File: src/tpuPkg.sv
package tpuPkg;

	localparam int addressWidth = 8;	// Program address bits
	localparam int countWidth = 6;	// Issue stamp bits
	localparam int stateWidth = 4;	// Status flags
	localparam int queueDepth = 4;	// Fetch queue entries

	typedef logic [addressWidth-1:0] addressT;
	typedef logic [countWidth-1:0] countT;	// Wraps at full width
	typedef logic [stateWidth-1:0] stateT;
	typedef logic [$clog2(stateWidth)-1:0] condT;	// Picks one status flag

	typedef enum logic [1:0] {
		opNop,	// Advance by one
		opCompare,	// Load status through a compare unit
		opJump,	// Absolute target
		opBranch	// Relative, conditional
	} opcodeT;

	// One 16-bit instruction word
	typedef struct packed {
		opcodeT opcode;
		logic unitSel;	// 0 for compare unit 1, 1 for unit 2
		condT cond;	// Status bit tested by a branch
		logic [10:0] operand;	// Jump target, branch offset or status value
	} instrT;

	// Issue stage to controller, 26 bits
	typedef struct packed {
		logic req;	// Instruction executed this cycle
		logic jump;
		logic branch;
		addressT src;	// Target or signed offset
		countT timingMy;	// Stamp of this instruction
		countT timingWb;	// Stamp of the last compare
		condT cond;
		logic selCondValid;	// Unit used by the last compare
	} execCtrlT;

	// Compare results, 6 bits
	typedef struct packed {
		logic condValid1;
		logic condValid2;
		stateT state;
	} condResultT;

endpackage

File: src/programAddressControl.sv
`timescale 1ns/1ps

module programAddressControl (
	input logic clock,
	input logic reset,
	input logic hold,
	input tpuPkg::execCtrlT ctrl,
	input tpuPkg::condResultT result,
	output logic fetch,
	output tpuPkg::addressT address,
	output logic stallReq
);

	logic req;
	logic condValid;
	logic cmpIssue;
	logic ruleOk;
	logic ready;
	logic taken;
	logic update;
	tpuPkg::countT nextStamp;
	tpuPkg::addressT nextAddress;

	logic rReq;
	logic rCond;
	logic rPending;
	tpuPkg::countT rLastWb;
	tpuPkg::addressT rAddress;

	assign req = ctrl.req & ~hold;	// Nothing executes under hold

	// Valid pulse from the unit the last compare went through
	assign condValid = ctrl.selCondValid ? result.condValid2 : result.condValid1;

	// A new compare stamp shows up on the request that issues it
	assign cmpIssue = req & (ctrl.timingWb != rLastWb);

	// Branch must directly follow its compare
	assign nextStamp = ctrl.timingWb + 1'b1;
	assign ruleOk = ctrl.branch & (ctrl.timingMy == nextStamp);
	assign ready = ruleOk & rCond;	// Status holds the compare result
	assign taken = ready & result.state[ctrl.cond];

	// A branch that breaks the rule leaves the address alone
	// so the same word is fetched again
	assign update = req & (~ctrl.branch | ready);
	assign nextAddress = taken ? rAddress + ctrl.src : rAddress + 1'b1;

	// Hold back pops while a compare result is still on its way
	assign stallReq = (rReq | rPending) & ~rCond;

	assign fetch = rReq;
	assign address = rAddress;

	// Request retimed into the fetch pulse
	always_ff @(posedge clock) begin
		if (reset) begin
			rReq <= 1'b0;
		end else begin
			rReq <= req;
		end
	end

	// Fetch outstanding until its word is executed
	always_ff @(posedge clock) begin
		if (reset) begin
			rPending <= 1'b0;
		end else if (req) begin
			rPending <= 1'b0;
		end else if (rReq) begin
			rPending <= 1'b1;
		end
	end

	// Condition validated, dropped by each new compare
	always_ff @(posedge clock) begin
		if (reset) begin
			rCond <= 1'b1;	// No compare outstanding
		end else if (cmpIssue) begin
			rCond <= 1'b0;
		end else if (condValid) begin
			rCond <= 1'b1;
		end
	end

	// Tracks the last compare stamp seen, loaded during reset too
	always_ff @(posedge clock) begin
		rLastWb <= ctrl.timingWb;
	end

	// Program counter
	always_ff @(posedge clock) begin
		if (reset) begin
			rAddress <= '0;
		end else if (req & ctrl.jump) begin
			rAddress <= ctrl.src;	// Absolute target
		end else if (update) begin
			rAddress <= nextAddress;
		end
	end

endmodule

File: src/fetchQueue.sv
`timescale 1ns/1ps

module fetchQueue (
	input logic clock,
	input logic reset,
	input logic writeEn,
	input tpuPkg::instrT writeData,
	input logic pop,
	output tpuPkg::instrT head,
	output logic notEmpty,
	output logic full
);

	tpuPkg::instrT mem [tpuPkg::queueDepth];
	logic [$clog2(tpuPkg::queueDepth)-1:0] rdPtr;
	logic [$clog2(tpuPkg::queueDepth)-1:0] wrPtr;
	logic [$clog2(tpuPkg::queueDepth+1)-1:0] fill;	// Occupancy
	logic doWrite;
	logic doRead;

	assign full = (fill == tpuPkg::queueDepth);
	assign notEmpty = (fill != '0);
	assign doWrite = writeEn & ~full;	// Dropped when full
	assign doRead = pop & notEmpty;	// Empty pop ignored
	assign head = mem[rdPtr];	// Show-ahead word

	// Storage
	always_ff @(posedge clock) begin
		if (doWrite) begin
			mem[wrPtr] <= writeData;
		end
	end

	// Pointers and occupancy
	always_ff @(posedge clock) begin
		if (reset) begin
			rdPtr <= '0;
			wrPtr <= '0;
			fill <= '0;
		end else begin
			if (doWrite) begin
				wrPtr <= (wrPtr == tpuPkg::queueDepth - 1) ? '0 : wrPtr + 1'b1;
			end
			if (doRead) begin
				rdPtr <= (rdPtr == tpuPkg::queueDepth - 1) ? '0 : rdPtr + 1'b1;
			end
			case ({doWrite, doRead})
				2'b10: fill <= fill + 1'b1;
				2'b01: fill <= fill - 1'b1;
				default: fill <= fill;	// Both or neither
			endcase
		end
	end

endmodule

File: src/issueStage.sv
`timescale 1ns/1ps

module issueStage (
	input logic clock,
	input logic reset,
	input logic hold,
	input logic stallReq,
	input tpuPkg::instrT head,
	input logic notEmpty,
	output logic pop,
	output tpuPkg::execCtrlT ctrl,
	output tpuPkg::condResultT result
);

	logic isCompare;
	logic issueCompare;
	logic rBoot;
	tpuPkg::countT rCount;
	tpuPkg::countT rTimingWb;
	logic rSelCond;
	tpuPkg::stateT rState;

	// Compare unit 1, one stage
	logic u1Valid;
	tpuPkg::stateT u1Value;
	// Compare unit 2, two stages
	logic u2aValid;
	tpuPkg::stateT u2aValue;
	logic u2bValid;
	tpuPkg::stateT u2bValue;

	assign pop = notEmpty & ~hold & ~stallReq & ~rBoot;
	assign isCompare = (head.opcode == tpuPkg::opCompare);
	assign issueCompare = pop & isCompare;

	// Decode toward the controller
	always_comb begin
		ctrl.req = pop | (rBoot & ~hold);
		ctrl.jump = rBoot | (head.opcode == tpuPkg::opJump);	// Bootstrap jumps to 0
		ctrl.branch = ~rBoot & (head.opcode == tpuPkg::opBranch);
		ctrl.src = rBoot ? '0 : head.operand[tpuPkg::addressWidth-1:0];
		ctrl.timingMy = rCount;
		ctrl.timingWb = issueCompare ? rCount : rTimingWb;	// Own stamp on a compare
		ctrl.cond = head.cond;
		ctrl.selCondValid = rSelCond;
	end

	// Status visible in the cycle of the valid pulse
	assign result.condValid1 = u1Valid;
	assign result.condValid2 = u2bValid;
	assign result.state = u1Valid ? u1Value : (u2bValid ? u2bValue : rState);

	// One bootstrap request after reset
	always_ff @(posedge clock) begin
		if (reset) begin
			rBoot <= 1'b1;
		end else if (~hold) begin
			rBoot <= 1'b0;
		end
	end

	// Issue stamps and last compare info
	always_ff @(posedge clock) begin
		if (reset) begin
			rCount <= '0;
			rTimingWb <= {{(tpuPkg::countWidth-1){1'b1}}, 1'b0};	// Matches no early branch
			rSelCond <= 1'b0;
		end else begin
			if (pop) begin
				rCount <= rCount + 1'b1;	// Wraps
			end
			if (issueCompare) begin
				rTimingWb <= rCount;
				rSelCond <= head.unitSel;
			end
		end
	end

	// Compare pipelines, valid bits only
	always_ff @(posedge clock) begin
		if (reset) begin
			u1Valid <= 1'b0;
			u2aValid <= 1'b0;
			u2bValid <= 1'b0;
		end else begin
			u1Valid <= issueCompare & ~head.unitSel;
			u2aValid <= issueCompare & head.unitSel;
			u2bValid <= u2aValid;
		end
	end

	always_ff @(posedge clock) begin
		u1Value <= head.operand[tpuPkg::stateWidth-1:0];
		u2aValue <= head.operand[tpuPkg::stateWidth-1:0];
		u2bValue <= u2aValue;
	end

	// Status register
	always_ff @(posedge clock) begin
		if (reset) begin
			rState <= '0;
		end else if (u1Valid) begin
			rState <= u1Value;
		end else if (u2bValid) begin
			rState <= u2bValue;
		end
	end

endmodule

File: src/sequencerTop.sv
`timescale 1ns/1ps

module sequencerTop (
	input logic clock,
	input logic reset,
	input logic hold,
	input tpuPkg::instrT instr,
	input logic instrValid,
	output logic fetch,
	output tpuPkg::addressT address
);

	tpuPkg::execCtrlT ctrl;	// Issue stage to controller
	tpuPkg::condResultT result;	// Compare results
	logic stallReq;
	tpuPkg::instrT head;	// Queue head, show-ahead
	logic notEmpty;
	logic pop;
	logic full;	// Observed by the bound properties

	// Program counter and fetch requests
	programAddressControl programAddressControl_i (
		.clock(clock),
		.reset(reset),
		.hold(hold),
		.ctrl(ctrl),
		.result(result),
		.fetch(fetch),
		.address(address),
		.stallReq(stallReq)
	);

	// Returned words wait here
	fetchQueue fetchQueue_i (
		.clock(clock),
		.reset(reset),
		.writeEn(instrValid),
		.writeData(instr),
		.pop(pop),
		.head(head),
		.notEmpty(notEmpty),
		.full(full)
	);

	// Decode, stamps, compare units
	issueStage issueStage_i (
		.clock(clock),
		.reset(reset),
		.hold(hold),
		.stallReq(stallReq),
		.head(head),
		.notEmpty(notEmpty),
		.pop(pop),
		.ctrl(ctrl),
		.result(result)
	);

endmodule

File: config.mk
export PLATFORM = sky130hd
export DESIGN_NAME = sequencerTop
export DESIGN_NICKNAME = d
export VERILOG_FILES = /design/src/tpuPkg.sv /design/src/programAddressControl.sv /design/src/fetchQueue.sv /design/src/issueStage.sv /design/src/sequencerTop.sv
export SDC_FILE = /design/constraint.sdc
export NUM_CORES = 1
export LEC_CHECK = 0
export ABC_AREA = 1
export ABC_CLOCK_PERIOD_IN_PS = 13500
export BUFFER_PORTS_ARGS = -buffer_cell sky130_fd_sc_hd__clkbuf_2
export CAP_MARGIN = 20
export CORE_MARGIN = 2
export CORE_UTILIZATION = 63
export DETAILED_ROUTE_END_ITERATION = 6
export PLACE_DENSITY = 0.93
export SYNTH_ARGS = -nofsm -noshare
export SYNTH_HDL_FRONTEND = slang
export SYNTH_SLANG_ARGS = --single-unit
File: constraint.sdc
create_clock -name clock -period 13.5 [get_ports clock]
set_input_delay 2.7 -clock clock [delete_from_list [all_inputs] [get_ports clock]]
set_output_delay 2.7 -clock clock [all_outputs]
set_load 0.02 [all_outputs]
==> flow_summary.toml <==
[routing]
wirelength_mm = 9.910
first_iter_violations = 285
detail-route-antenna-nets = 0
post_drt_via_cell_ratio = 5.549
wl_per_cell_um = 14.99
vias = 3668
drc = 0
drtPass1Iterations = 5

[clock_network]
cts_inserted_buffers = 9
htree_levels = 3
clk_pin_slew_ps = 120
cts_root_buf = "clkbuf_8"
ctsResizeCount = 0
clkLatencyLatePin_ps = 400
tritoncts = "built"
cts_setup_buffers = 0
ctsHoldBuffers = 0
cts_sinks = 107
cts.path.max_buffers = 2

[timing]
fin_worst_hold_slack_ps = 363.9
final_hold_viol_count = 0
tightest_slew_ps = 1043
setup_violations = 0
skew_ps = 21.42
rsz0062_at_grt = "false"
slew_viol_final = 0
post-route-period-util_pct = 48.53
finalCriticalPeriod_ps = 6552
slew_headroom_pct = 30.38
fmax_mhz = 152.6
fin_setup_tns_ps = 0

[grt]
grt_max_degree = 28
grt_pass1_vias = 3554
grt_overflow = 0
grt_usage_pct = 24.76
grt_first_pass_wirelength_mm = 16.04
grt_antenna_before_repair = 0

[yosys]
synthCells = 526
ys.flop_type = "dfxtp_1"
synth_area_um2 = 4885
synth-edff-count = 52
synth.area.top_cells = "edfxtp_1, dfxtp_1, nand2_1"
synthTopCellsByCount = "nand2_1, nor2_1, dfxtp_1, inv_1, edfxtp_1"
yosys_warnings = 0
yosysMostFrequentCell = "nand2_1"
synth.largest_area_cell = "edfxtp_1"
synthDistinctLibCells = 45
syn_area_per_cell_um2 = 9.286
ys_ff_latch = 107
synth_top_cell_area_share_pct = 31.97
synth_nets = 563
synth-async-reset-ratio_pct = 0
yosysSeqAreaShare_pct = 54.51

[layout]
area.sequential_um2 = 2663
multi_input_area_um2 = 1891
final_nets = 591
nFillCells = 528
final_util_pct = 69.88
area_delta_synth_final_pct = 8.837
final_layout_size_suffix_gt1_share_pct = 16.99
antennaDiodeCount = 0

[min_path]
hold_path.class = "register to register"
hold_depth = 0
worstHoldEndpoint = "issueStage_i.u2bValue[3]"
min_from = "issueStage_i.u1Value[3]"

[worst_setup_path]
crit_path_frequent_cell = "o21ai_0"
end_kind = "register"
arrival_ps = 6880
criticalPathCategory = "input pin to register"
start_kind = "input pin"
rrSetupSlack_ps = 8080
critPathSlowestCell = "fa_1"
crit_fanout = 8
slowest_delay_ps = 450
reg2reg_depth = 28
required_ps = 13830
reg2reg_to = "programAddressControl_i.address[6]"

[die]
io-pin-count = 29
die_x_um = 92.06
die_area_um2 = 8474
num_rows = 32
start_util_pct = 64.21
dieHeight_um = 92.06
core_um2 = 7607

[power_and_ir_drop]
power_mw = 0.6674
ir_drop_mv = 0.1055
power_density_nw_per_um2 = 125.5
p_leak_nw = 2.287

[place]
dp_hpwl_mm = 6.599
port-buffer-count = 25
place_congestion = 0.8308

[run_status]
status = "completed"

[run]
max_cap_violations = 0
critical path, delay by kind of cell:
kind	cells	cell delay, ps
AND/OR/NAND/NOR	12	1360
XOR/XNOR	1	170
AO/OA/AOI/OAI	8	1300
adder cells (fa/ha/maj)	2	720
buffers and inverters	5	600
registers in the layout, summed over array words and instances, names as in the netlist, named ones only:
signal and flops:
fetchQueue_i.mem 52, issueStage_i.u2aValid 1, programAddressControl_i.address 8, issueStage_i.rTimingWb 6, issueStage_i.u1Value 4, issueStage_i.u1Valid 1, issueStage_i.rBoot 1, fetchQueue_i.wrPtr 2
issueStage_i.rSelCond 1, issueStage_i.rCount 6, fetchQueue_i.fill 3, fetchQueue_i.rdPtr 2, issueStage_i.u2bValue 4, issueStage_i.rState 4, programAddressControl_i.rPending 1, programAddressControl_i.rCond 1
programAddressControl_i.rLastWb 6, issueStage_i.u2bValid 1, programAddressControl_i.fetch 1
routing by layer:
layer  global-route usage [%]  vias to the layer above  part of all wire [%]  wire, µm
li1                         -                     1797                     -         -
met1                    27.83                     1715                    39      3844
met2                    44.91                      133                    52      5152
met3                    4.684                       23                   6.0       598
met4                    12.06                        0                   3.2       315
met5                        0                        -                     0         0
metrics by stage:
step	setup slack [ps]	instances	cell area, µm²
finish	6948	661	5316
global route	6599	661	5316
CTS	7022	661	5316
detailed placement	6705	645	5089
global placement	6839	643	5070
floorplan	7418	526	4885
logic make-up after synthesis:
| logic type | count (synthesis) | share of synthesized area [%] |
|---|---|---|
| AOI/OAI and AO/OA | 95 | 11.37 |
| xor gates and xnor gates | 7 | 1.255 |
| adders and majority gates | 17 | 4.662 |
| buffers and inverters | 75 | 6.788 |
| DFF | 107 | 54.51 |
| and+or+nand+nor | 225 | 21.41 |
how the worst max path moves through the flow:
stage | start | end
2_1_floorplan | hold | programAddressControl_i.address[7]
3_3_place_gp | hold | programAddressControl_i.address[6]
3_5_place_dp | hold | programAddressControl_i.address[6]
4_1_cts | hold | programAddressControl_i.address[6]
5_1_grt | hold | programAddressControl_i.address[6]
6_report | hold | programAddressControl_i.address[6]
area by class of cell:
class,count,area share (%)
Clock buffer,9,2.330
Tap cell,102,2.401
Multi-Input combinational cell,344,35.56
Inverter,63,4.683
Clock inverter,7,1.953
Sequential cell,107,50.08
Timing Repair Buffer,29,2.989
power by group:
| part | switching, mW | total [mW] | internal, mW |
|---|---|---|---|
| logic | 0.0584 | 0.0861 | 0.0276 |
| clock network | 0.131 | 0.210 | 0.0791 |
| registers | 0.0113 | 0.371 | 0.360 |
cells in the final DEF (no fill, tap or decap), drive strengths merged, types with 8 or more instances in the layout:
cell and instances:
clkbuf 34, o21ai 48, ha 15, edfxtp 52
a21oi 29, dfxtp 55, nand3 31, nand2 123
nor2 63, inv 66, o22ai 8
No activity file was read; power rests on OpenSTA's default activity.
